### src/hw/main_bus_cfg.svh
// address map, CPU clock enable and EEPROM timing constants, included by the bus RTL
`ifndef MAIN_BUS_CFG_SVH
`define MAIN_BUS_CFG_SVH

// clk cycles per CPU clock enable
`define MB_CEN_DIV 3

// serial EEPROM
`define MB_EEP_WR_CYCLES 64 // busy time after a write, in clk cycles
`define MB_EEP_AW 7

// regions, address bits 23 to 20
`define MB_PAGE_ROM  4'h0
`define MB_PAGE_SYS  4'h1
`define MB_PAGE_SND  4'h5
`define MB_PAGE_VRAM 4'h6

// subpages of the system region, bits 19 to 18
`define MB_SUB_RAM 2'd0
`define MB_SUB_PAL 2'd1
`define MB_SUB_OBJ 2'd2
`define MB_SUB_IO  2'd3

// I/O page registers, bits 10 to 8
`define MB_REG_CAB  3'd0
`define MB_REG_DIP  3'd1
`define MB_REG_IOLO 3'd2
`define MB_REG_IOHI 3'd3

// sound region, bits 19 to 16 then bits 11 to 8
`define MB_SND_PAGE 4'hc
`define MB_REG_SND  4'h6
`define MB_REG_PCU  4'h7

`endif

### src/hw/main_bus_pkg.sv
// shared struct types of the main CPU bus glue, referenced by scoped name
package main_bus_pkg;

    // request from the bus master
    typedef struct packed {
        logic [23:1] addr;  // word address
        logic        as_n;
        logic        uds_n;
        logic        lds_n;
        logic        rnw;
        logic [15:0] wdata;
    } bus_req_t;

    // device strobes, at most one high
    typedef struct packed {
        logic rom;
        logic ram;
        logic pal;
        logic obj;
        logic vram;
        logic snd;
        logic sndon;    // sound irq trigger
        logic pcu;
        logic cab;
        logic dip;
        logic iowr_lo;
        logic iowr_hi;
    } dev_sel_t;

    // read data coming back from the external chips
    typedef struct packed {
        logic [15:0] rom;
        logic [15:0] ram;
        logic [15:0] pal;
        logic [ 7:0] oram;
        logic [ 7:0] vram;
        logic [ 7:0] snd;
    } dev_rdata_t;

    // two player cabinet
    typedef struct packed {
        logic [6:0] joy1;
        logic [6:0] joy2;
        logic [1:0] start;
        logic [1:0] coin;
        logic       service;
    } cab_in_t;

    typedef struct packed {
        logic [2:0] cbnk;   // colour bank
        logic       dimpol;
        logic       dimmod;
        logic [2:0] dim;
        logic       rmrd;
    } vid_cfg_t;

    typedef struct packed {
        logic sclk;
        logic scs;  // active high
        logic sdi;
    } eep_pins_t;

endpackage

### src/hw/main_addr_dec.sv
// combinational address decoder turning a bus request into device and register strobes
`timescale 1ns/100ps
`include "main_bus_cfg.svh"

module main_addr_dec (
    input  main_bus_pkg::bus_req_t req,
    output main_bus_pkg::dev_sel_t sel
);

    always_comb begin
        sel = '0;
        if (!req.as_n) begin // nothing selected outside an access
            case (req.addr[23:20])
                `MB_PAGE_ROM: sel.rom = 1'b1;
                `MB_PAGE_SYS: begin
                    case (req.addr[19:18])
                        `MB_SUB_RAM: sel.ram = 1'b1;
                        `MB_SUB_PAL: sel.pal = 1'b1;
                        `MB_SUB_OBJ: sel.obj = 1'b1; // object RAM, byte wide
                        `MB_SUB_IO: begin
                            if (!req.addr[11]) begin
                                case (req.addr[10:8])
                                    `MB_REG_CAB:  sel.cab     = 1'b1;
                                    `MB_REG_DIP:  sel.dip     = 1'b1;
                                    `MB_REG_IOLO: sel.iowr_lo = 1'b1; // dimming and EEPROM pins
                                    `MB_REG_IOHI: sel.iowr_hi = 1'b1;
                                    default: ;
                                endcase
                            end
                        end
                        default: ;
                    endcase
                end
                `MB_PAGE_SND: begin
                    if (req.addr[19:16] == `MB_SND_PAGE) begin
                        case (req.addr[11:8])
                            `MB_REG_SND: begin
                                // A2 splits data access from irq trigger
                                sel.snd   = !req.addr[2];
                                sel.sndon = req.addr[2];
                            end
                            `MB_REG_PCU: sel.pcu = 1'b1;
                            default: ;
                        endcase
                    end
                end
                `MB_PAGE_VRAM: sel.vram = 1'b1;
                default: ;
            endcase
        end
    end

endmodule

### src/hw/main_dtack_gen.sv
// CPU clock enable divider and data acknowledge generator, waits on slow memory
`timescale 1ns/100ps
`include "main_bus_cfg.svh"

module main_dtack_gen (
    input  logic                   clk,
    input  logic                   rst,
    input  main_bus_pkg::bus_req_t req,
    input  main_bus_pkg::dev_sel_t sel,
    input  logic                   rom_ok,
    input  logic                   ram_ok,
    input  logic                   vdtac,
    output logic                   cpu_cen,
    output logic                   dtack_n
);

    localparam int CNT_W = $clog2(`MB_CEN_DIV);

    logic [CNT_W-1:0] cen_cnt;
    logic             one_period;   // an enable already seen with the device ready
    logic             dev_rdy;

    always_ff @(posedge clk or posedge rst) begin
        if (rst) begin
            cen_cnt <= '0;
        end else begin
            cen_cnt <= cpu_cen ? '0 : cen_cnt + 1'b1;
        end
    end

    assign cpu_cen = cen_cnt == CNT_W'(`MB_CEN_DIV - 1);

    // readiness of whatever the address points at
    always_comb begin
        if (sel.rom || sel.ram) begin
            dev_rdy = (sel.rom && rom_ok) || (sel.ram && ram_ok);
        end else if (sel.vram) begin
            dev_rdy = vdtac;
        end else begin
            dev_rdy = 1'b1; // registers and unmapped space answer at once
        end
    end

    always_ff @(posedge clk or posedge rst) begin
        if (rst) begin
            one_period <= 1'b0;
            dtack_n    <= 1'b1;
        end else if (req.as_n) begin
            // end of access releases the acknowledge
            one_period <= 1'b0;
            dtack_n    <= 1'b1;
        end else if (!dev_rdy) begin
            one_period <= 1'b0; // restart the wait once the device stalls
        end else if (cpu_cen) begin
            one_period <= 1'b1;
            if (one_period) begin
                dtack_n <= 1'b0;
            end
        end
    end

endmodule

### src/hw/cab_input_mux.sv
// registered cabinet and DIP switch read words, selected by the low address bits
`timescale 1ns/100ps

module cab_input_mux (
    input  logic                   clk,
    input  main_bus_pkg::bus_req_t req,
    input  main_bus_pkg::dev_sel_t sel,
    input  main_bus_pkg::cab_in_t  cab,
    input  logic [15:0]            dipsw,
    input  logic                   eep_rdy,
    input  logic                   eep_do,
    output logic [15:0]            cab_dout
);

    always_ff @(posedge clk) begin
        cab_dout[15:8] <= 8'h00; // byte wide port
        if (sel.dip) begin
            case (req.addr[2:1])
                2'd0: cab_dout[7:0] <= dipsw[7:0];
                2'd1: cab_dout[7:0] <= dipsw[15:8];
                2'd2: cab_dout[7:0] <= {6'h3f, eep_rdy, eep_do}; // EEPROM status
                2'd3: cab_dout[7:0] <= 8'h00;
                default: cab_dout[7:0] <= 8'h00;
            endcase
        end else begin
            case (req.addr[2:1])
                2'd0: begin
                    cab_dout[7:0] <= {1'b1, cab.service, 1'b1, cab.start[1], cab.start[0],
                                      1'b1, cab.coin[1], cab.coin[0]};
                end
                2'd1: cab_dout[7:0] <= {cab.start[0], cab.joy1};
                2'd2: cab_dout[7:0] <= {cab.start[1], cab.joy2};
                2'd3: cab_dout[7:0] <= 8'hff; // no third player
                default: cab_dout[7:0] <= 8'hff;
            endcase
        end
    end

endmodule

### src/hw/sys_io_latch.sv
// write-only system registers for video dimming, colour bank and the EEPROM serial pins
`timescale 1ns/100ps

module sys_io_latch (
    input  logic                    clk,
    input  logic                    rst,
    input  main_bus_pkg::bus_req_t  req,
    input  main_bus_pkg::dev_sel_t  sel,
    output main_bus_pkg::vid_cfg_t  vid,
    output main_bus_pkg::eep_pins_t eep
);

    logic wr_lo;
    logic wr_hi;

    assign wr_lo = sel.iowr_lo && !req.rnw;
    assign wr_hi = sel.iowr_hi && !req.rnw;

    always_ff @(posedge clk or posedge rst) begin
        if (rst) begin
            vid <= '0;
            eep <= '0;
        end else begin
            if (wr_lo) begin
                vid.cbnk   <= req.wdata[7:5];
                vid.dimpol <= req.wdata[4];
                vid.dimmod <= req.wdata[3];
                eep.sclk   <= req.wdata[2]; // bit banged serial pins
                eep.scs    <= req.wdata[1];
                eep.sdi    <= req.wdata[0];
            end
            if (wr_hi) begin
                vid.dim  <= req.wdata[6:4];
                vid.rmrd <= req.wdata[3]; // object ROM readback
            end
        end
    end

endmodule

### src/hw/serial_eeprom.sv
// 93C46 style serial EEPROM of 128 bytes, bit banged by the CPU through the system latch
`timescale 1ns/100ps
`include "main_bus_cfg.svh"

module serial_eeprom (
    input  logic                    clk,
    input  logic                    rst,
    input  main_bus_pkg::eep_pins_t pins,
    output logic                    sdo,
    output logic                    rdy
);

    localparam int AW     = `MB_EEP_AW;
    localparam int DEPTH  = 1 << AW;
    localparam int BUSY_W = $clog2(`MB_EEP_WR_CYCLES + 1);

    typedef enum logic [1:0] {
        ST_IDLE,
        ST_ADDR,
        ST_READ,
        ST_WRITE
    } ee_state_t;

    ee_state_t         state;
    logic              sclk_q;
    logic              sclk_rise;
    logic [AW:0]       cmd_sr;      // opcode and address bits so far
    logic [AW+1:0]     cmd_full;
    logic [3:0]        bit_cnt;
    logic [AW-1:0]     ee_addr;
    logic [6:0]        din_sr;      // first seven data bits
    logic [8:0]        dout_sr;     // dummy zero ahead of the data byte
    logic              wen;
    logic [BUSY_W-1:0] busy_cnt;
    logic [7:0]        mem [DEPTH];

    assign sclk_rise = pins.sclk && !sclk_q;
    assign cmd_full  = {cmd_sr, pins.sdi};
    assign sdo       = dout_sr[8];
    assign rdy       = busy_cnt == '0;

    always_ff @(posedge clk or posedge rst) begin
        if (rst) begin
            state    <= ST_IDLE;
            sclk_q   <= 1'b0;
            cmd_sr   <= '0;
            bit_cnt  <= '0;
            ee_addr  <= '0;
            din_sr   <= '0;
            dout_sr  <= '0;
            wen      <= 1'b0;
            busy_cnt <= '0;
            for (int i = 0; i < DEPTH; i++) begin
                mem[i] <= 8'hff; // blank part
            end
        end else begin
            sclk_q <= pins.sclk;
            if (busy_cnt != '0) begin
                busy_cnt <= busy_cnt - 1'b1;
            end
            if (!pins.scs) begin
                // deselect aborts any command
                state   <= ST_IDLE;
                bit_cnt <= '0;
                dout_sr <= '0;
            end else if (sclk_rise) begin
                case (state)
                    ST_IDLE: begin
                        if (pins.sdi && rdy) begin // start bit
                            state   <= ST_ADDR;
                            bit_cnt <= '0;
                        end
                    end
                    ST_ADDR: begin
                        cmd_sr  <= cmd_full[AW:0];
                        bit_cnt <= bit_cnt + 1'b1;
                        if (bit_cnt == 4'(AW + 1)) begin
                            bit_cnt <= '0;
                            ee_addr <= cmd_full[AW-1:0];
                            case (cmd_full[AW+1:AW])
                                2'b10: begin
                                    state   <= ST_READ;
                                    dout_sr <= {1'b0, mem[cmd_full[AW-1:0]]};
                                end
                                2'b01: state <= ST_WRITE;
                                2'b00: begin
                                    if (cmd_full[AW-1:AW-2] == 2'b11) begin
                                        wen <= 1'b1; // EWEN
                                    end
                                    state <= ST_IDLE;
                                end
                                default: state <= ST_IDLE; // erase not supported
                            endcase
                        end
                    end
                    ST_READ: dout_sr <= {dout_sr[7:0], 1'b0}; // MSB first
                    ST_WRITE: begin
                        din_sr  <= {din_sr[5:0], pins.sdi};
                        bit_cnt <= bit_cnt + 1'b1;
                        if (bit_cnt == 4'd7) begin
                            if (wen) begin
                                mem[ee_addr] <= {din_sr, pins.sdi};
                                busy_cnt     <= BUSY_W'(`MB_EEP_WR_CYCLES);
                            end
                            state <= ST_IDLE;
                        end
                    end
                    default: state <= ST_IDLE;
                endcase
            end
        end
    end

endmodule

### src/hw/main_bus.sv
// top level of the main CPU bus glue, wires the decode, acknowledge, I/O and EEPROM blocks
`timescale 1ns/100ps

module main_bus (
    input  logic                     clk,
    input  logic                     rst,
    input  main_bus_pkg::bus_req_t   req,
    input  logic                     rom_ok,
    input  logic                     ram_ok,
    input  logic                     vdtac,
    input  main_bus_pkg::dev_rdata_t dev,
    input  main_bus_pkg::cab_in_t    cab,
    input  logic [15:0]              dipsw,
    output main_bus_pkg::dev_sel_t   sel,
    output logic [15:0]              rdata,
    output logic                     dtack_n,
    output logic                     cpu_cen,
    output main_bus_pkg::vid_cfg_t   vid
);

    main_bus_pkg::eep_pins_t eep;
    logic                    eep_do;
    logic                    eep_rdy;
    logic [15:0]             cab_dout;

    main_addr_dec i_addr_dec (
        .req (req),
        .sel (sel)
    );

    main_dtack_gen i_dtack_gen (
        .clk     (clk),
        .rst     (rst),
        .req     (req),
        .sel     (sel),
        .rom_ok  (rom_ok),
        .ram_ok  (ram_ok),
        .vdtac   (vdtac),
        .cpu_cen (cpu_cen),
        .dtack_n (dtack_n)
    );

    cab_input_mux i_cab_input_mux (
        .clk      (clk),
        .req      (req),
        .sel      (sel),
        .cab      (cab),
        .dipsw    (dipsw),
        .eep_rdy  (eep_rdy),
        .eep_do   (eep_do),
        .cab_dout (cab_dout)
    );

    sys_io_latch i_sys_io_latch (
        .clk (clk),
        .rst (rst),
        .req (req),
        .sel (sel),
        .vid (vid),
        .eep (eep)
    );

    serial_eeprom i_serial_eeprom (
        .clk  (clk),
        .rst  (rst),
        .pins (eep),
        .sdo  (eep_do),
        .rdy  (eep_rdy)
    );

    // read data back to the CPU, byte wide chips show on both halves
    always_ff @(posedge clk) begin
        if (sel.rom) begin
            rdata <= dev.rom;
        end else if (sel.ram) begin
            rdata <= dev.ram;
        end else if (sel.obj) begin
            rdata <= {2{dev.oram}};
        end else if (sel.vram) begin
            rdata <= {2{dev.vram}};
        end else if (sel.pal) begin
            rdata <= dev.pal;
        end else if (sel.snd) begin
            rdata <= {8'h00, dev.snd};
        end else if (sel.cab || sel.dip) begin
            rdata <= cab_dout;
        end else begin
            rdata <= 16'hffff; // open bus
        end
    end

endmodule

### config.mk
export PLATFORM = sky130hd
export DESIGN_NAME = main_bus
export DESIGN_NICKNAME = d
export VERILOG_FILES = /design/src/hw/main_bus_pkg.sv /design/src/hw/main_addr_dec.sv /design/src/hw/main_dtack_gen.sv /design/src/hw/cab_input_mux.sv /design/src/hw/sys_io_latch.sv /design/src/hw/serial_eeprom.sv /design/src/hw/main_bus.sv
export VERILOG_INCLUDE_DIRS = /design/src /design/src/hw
export SDC_FILE = /design/constraint.sdc
export NUM_CORES = 2
export LEC_CHECK = 0
export BUFFER_PORTS_ARGS = -buffer_cell sky130_fd_sc_hd__buf_2
export CORE_ASPECT_RATIO = 0.6
export CORE_MARGIN = 2
export CORE_UTILIZATION = 50
export CTS_BUF_LIST = sky130_fd_sc_hd__clkbuf_8
export DETAILED_ROUTE_END_ITERATION = 7
export GPL_ROUTABILITY_DRIVEN = 0
export PLACE_DENSITY = 0.77
export SYNTH_ARGS = -nofsm -noshare
export SYNTH_HDL_FRONTEND = slang
export SYNTH_SLANG_ARGS = --single-unit
### constraint.sdc
create_clock -name clk -period 102 [get_ports clk]
set_input_delay 10.2 -clock clk [delete_from_list [all_inputs] [get_ports clk]]
set_output_delay 10.2 -clock clk [all_outputs]
set_load 0.005 [all_outputs]
Yosys cells after proc, flatten, opt, wreduce, memory -nomap -nowiden. Cells that the tools add are included.

Word-level logic and storage cells: 290. Bits in registers: 1110.

Reduce and logical (&&, ||, !) cells: 33. Bitwise gates (word level): 2. $add $sub $neg: 3. Equal/unequal tests: 32. Multiplexer cells: 67. $lt $le $gt $ge: 3.

Operators by type and width (count): $bwmux W1024 (1); $mux W16 (7); $pmux W8 S4 (2); $bmux W8 S7 (1); $demux W8 S7 (1); $mux W7 (6); $mux W9 (4); $mux W8 (4); $mux W4 (7); $eq A4 B3 Y1 const B (5); $mux W1 (19); $eq A2 B2 Y1 const B (9); $pmux W9 S2 (1); $ge A8 B8 Y1 const B (2); $not A7 Y8 (2); $mux W2 (7); $mux W12 (1); $ne A3 B2 Y1 const B (4); $pmux W4 S3 (1); $reduce_and A3 Y1 (4); $reduce_and A5 Y1 (2); $mux W3 (3); $eq A2 B1 Y1 const B (4); $eq A4 B4 Y1 const B (2); other kinds (24) (41).

Logic depth before layout (Yosys ltp).
Depth in word-level cells: 14. Mapped depth: 12. Gate-level depth less buffers: 8.

By module. Synthesis repeated with hierarchy kept, for this count alone.

Cells, all modules: 3556. Area, all modules: 53083.4 um^2.

Modules (own cells, without submodules): serial_eeprom (times used 1, area an instance 50238.2 um^2, sequential area each 28056.9 um^2, cells an instance 3270); main_bus (times used 1, area an instance 1316.3 um^2, sequential area each 320.3 um^2, cells an instance 147); cab_input_mux (times used 1, area an instance 644.4 um^2, sequential area each 160.2 um^2, cells an instance 70); sys_io_latch (times used 1, area an instance 500.5 um^2, sequential area each 300.3 um^2, cells an instance 28); main_addr_dec (times used 1, area an instance 203.9 um^2, sequential area each 0.0 um^2, cells an instance 26); main_dtack_gen (times used 1, area an instance 180.2 um^2, sequential area each 101.3 um^2, cells an instance 15).

Worst setup path after synthesis. OpenSTA, ideal clock, no wires.

Path type: input-to-output. Start: in req[38] in the netlist's numbering. End: out sel[6] in the netlist's numbering. Slack: 80.085 ns. Arrival time: 11.715 ns. Buffers on the path: 2. Required time: 91.800 ns. Cell stages on the path: 6. Cells stage by stage: clkbuf_1 or4bb_1 or4_1 or2_0 clkbuf_1 inv_1.

RTL lines: start, declared (RTL line main_bus.sv:7) `input main_bus_pkg::bus_req_t req,`; end, declared (RTL line main_bus.sv:14) `output main_bus_pkg::dev_sel_t sel,`.

==> key figures <==
Detailed routing
  • Avg WL per Cell: 25.16 um
  • Number of remaining DRC errors: 0
  • Detailed-route via count: 33.01k
  • Routed Antenna Nets: 0
  • Pre-antenna DRT Iters: 6
  • Post-Route WL: 134,900 um
  • Drt via density: 6.153
  • Detailed Route Iter0 Violations: 3,080

Clock network
  • Clock buffer count from CTS: 157
  • Clk buf depth: 3
  • CTS Sinks: 1,110
  • Root Buffer: clkbuf_8
  • Insertion delay to the later sink of the worst-skew pair: 0.85 ns
  • Clk slew on worst S/H paths: 0.07 ns
  • TritonCTS clock tree: done
  • Post_cts resized: 0
  • CTS Hold Bufs: 0
  • Htree depth: 4
  • # Post-CTS Setup Buffers: 0

Die
  • I/O pin count: 194
  • Initial Util: 0.5056
  • Die width: 425.3 um
  • Cell Rows: 92
  • Core area: 105,300 um2
  • Die area: 109,200 um2
  • Die Ht: 256.8 um

Setup path
  • Critical path data required time: 91.80 ns
  • Setup crit start kind: input port
  • CP Class: input port to primary output
  • Cell family with most CP delay: simple AND/OR/NAND/NOR gates
  • Buf+Inv Stages, Crit Path: 3
  • Slowest CP cell: nand4_1
  • Most used cell, CP: buf_2
  • Worst EP arrival: 12.25 ns
  • CP Cell Sequence: buf_2 > or3b_1 > nor4b_4 > nand4_1 > inv_1 > buf_2
  • Crit-path max FO: 17
  • Max incr delay on CP: 0.75 ns
  • Worst setup EP type: primary output

Yosys
  • Synth async-reset ratio: 0.9784
  • Synth Cell Area: 53,250 um2
  • Number of synthesized flops with an enable pin: 0
  • Syn Inst Count: 3,713
  • Synth warn: 0
  • Mapped Avg Cell Area: 14.34 um2
  • Synth unique cells: 76
  • Syn_nets: 3,878
  • Number of synthesized register bits: 1,110
  • Sequential fraction of the synthesis area: 0.5434
  • Top_reg_cell synth: dfstp_2

Power and ir drop
  • Leakage power figure: 22.97 nW
  • Power per cell area: 13.91 nW/um2
  • Max IR drop VDD: 13.23 uV
  • Total power: 0.0008095 W

Layout
  • Reg area: 28,980 um2
  • Number of fill cells: 8,425
  • Finished Layout Cells: 5,364
  • Layout cells sized above 1: 0.7119
  • Most common cell after layout, fill and taps aside: mux2_2
  • Multi-input logic area: 22,930 um2
  • Area Overhead vs Synth: 9.288%
  • Share of the core filled with cells: 0.5525
  • Leading cell types in the layout, fill and taps excluded: 1,083 x mux2_2, 1,025 x dfstp_2, 196 x clkbuf_8, 179 x nand2_1, 176 x mux2i_1
  • Diode count: 0
  • Fin nets: 3,996

Place
  • Dpl cells: 5,082
  • Port bufs: 174
  • DPL Wire Length: 85,900 um

Timing
  • Slew headroom: 0.09839
  • WHS: 0.4416 ns
  • Actual slew at the worst max-slew pin: 1.342 ns
  • Final Hold Fails: 0
  • Clock skew: 0.03847 ns
  • Final setup fails: 0
  • RSZ-0062 raised after global routing: no
  • Tmin final: 22.45 ns
  • Achievable frequency: 44.55 MHz
  • Pins Over Slew Limit: 0
  • Period utilization: 0.2201
  • Setup TNS: 0 ns

GRT
  • Grt total ovfl: 0
  • First-pass GRT wire length: 208,000 um
  • Initial antenna violation count: 0
  • Vias in the first global route: 33.54k
  • GRT Overall Usage: 0.2476
  • Pin count of the biggest net entering global routing: 155

Run
  • # Max-Cap Violations: 0

Hold path
  • HP Class: register to register

Run status
  • Status: finished, final reports clean
worst register-to-register path, cell delays in order, from the launching register on:
cell and delay (ns):
dfrtp_4 0.84, buf_4 0.74, buf_4 0.70, mux2_2 0.42, a221oi_1 0.76, o21ai_0 0.27, o22ai_1 0.70, a2111oi_0 0.18
a221o_1 0.33
power by group:
group | total [W] | switching, W | internal [W] | leakage [nW]
sequential | 0.000443 | 0.000000253 | 0.000443 | 11.6
combinational | 0.0000157 | 0.0000117 | 0.00000396 | 9.53
clock | 0.000351 | 0.000173 | 0.000178 | 1.85
total | 0.000809 | 0.000185 | 0.000625 | 23.0
Yosys cell counts, types with 8 or more instances:
master,number,area share
buf_6,21,0.0044
ha_1,10,0.0023
nor2_2,46,0.0054
nor2b_1,13,0.0015
mux4_2,160,0.068
dfstp_2,1025,0.51
a21oi_1,54,0.0051
nor2_1,112,0.0079
nand3_1,26,0.0024
nand4_1,11,0.0013
o22ai_1,74,0.0087
dfxtp_1,24,0.0090
or3_1,25,0.0029
clkbuf_1,164,0.012
buf_4,23,0.0032
dfrtp_1,61,0.029
a221oi_1,9,0.0015
o211ai_1,17,0.0024
a2bb2oi_1,9,0.0015
mux2i_1,176,0.033
mux2_2,1083,0.23
o221ai_1,44,0.0072
a2111oi_0,8,0.0013
or4_1,16,0.0023
a211o_1,14,0.0023
o32a_1,15,0.0028
o21ai_0,50,0.0047
buf_2,41,0.0039
inv_1,23,0.0016
buf_1,15,0.0011
a221o_1,8,0.0015
nand2_1,180,0.013
nand2b_1,13,0.0015
nor3_1,44,0.0041
final timing paths:
| check | from | endpoint | slack [ns] | depth (start not counted) |
|---|---|---|---|---|
| min reg2reg | i_dtack_gen.cen_cnt[0]$_DFF_PP0_ | i_dtack_gen.cen_cnt[0]$_DFF_PP0_ | 0.44 | 1 |
| max reg2reg | i_sys_io_latch.eep[0]$_DFFE_PP0P_ | i_serial_eeprom.dout_sr[5]$_DFFE_PP0P_ | 96.97 | 8 |
| max in group asynchronous | rst | i_serial_eeprom.cmd_sr[1]$_DFFE_PP0P_ | 89.35 | 5 |
| max | req[19] | sel[2] | 79.55 | 6 |
| min in group asynchronous | rst | i_serial_eeprom.mem[194]$_DFFE_PP1P_ | 9.89 | 2 |
| min | i_dtack_gen.cen_cnt[0]$_DFF_PP0_ | i_dtack_gen.cen_cnt[0]$_DFF_PP0_ | 0.44 | 1 |
kinds of logic (layout without fill, tap and decap cells):
family                   after synthesis  in the layout  share of synthesized area
AND/OR/NAND/NOR                      528            528                    0.04906
buffers and inverters                295            536                    0.02697
AO/OA/AOI/OAI                        339            339                    0.04561
multiplexers                        1426           1426                     0.3317
flip-flops                          1110           1110                     0.5434
XOR/XNOR                               5              5                  0.0008223
adder cells (fa/ha/maj)               10             10                   0.002350
per-layer routing:
metal / wire, um / global-route usage
met2: 56500 / 0.3351
met5: 0 / 0
met3: 12920 / 0.08043
met1: 62790 / 0.3781
met4: 2745 / 0.06580
state kept, by name, indices dropped and copies added (netlist names):
signal	count
i_serial_eeprom.din_sr	7
i_serial_eeprom.bit_cnt	4
i_serial_eeprom.mem	1024
i_dtack_gen.one_period	1
i_sys_io_latch.eep	3
i_serial_eeprom.ee_addr	7
i_serial_eeprom.wen	1
i_dtack_gen.cen_cnt	2
i_cab_input_mux.cab_dout	8
i_serial_eeprom.state	2
i_dtack_gen.dtack_n	1
i_serial_eeprom.sclk_q	1
i_serial_eeprom.dout_sr	9
rdata	16
i_serial_eeprom.cmd_sr	8
i_serial_eeprom.busy_cnt	7
i_sys_io_latch.vid	9
final cells by class:
type                       count  area share
clock inverter                86    0.007159
timing repair buffer         226     0.02232
multi-input combinational   2308      0.3940
tap                         1410     0.03031
clock buffer                 196     0.04635
inverter                      28    0.001935
sequential                  1110      0.4979
through the flow:
| stage | setup slack [ns] | cell area, um2 |
|---|---|---|
| detailed placement | 79.61 | 55080 |
| floorplan | 62.92 | 53250 |
| finish | 79.55 | 58200 |
| CTS | 79.62 | 58200 |
| global placement | 79.67 | 55080 |
| global route | 79.46 | 58200 |
Note: power is estimated with default switching activity, not from simulation.
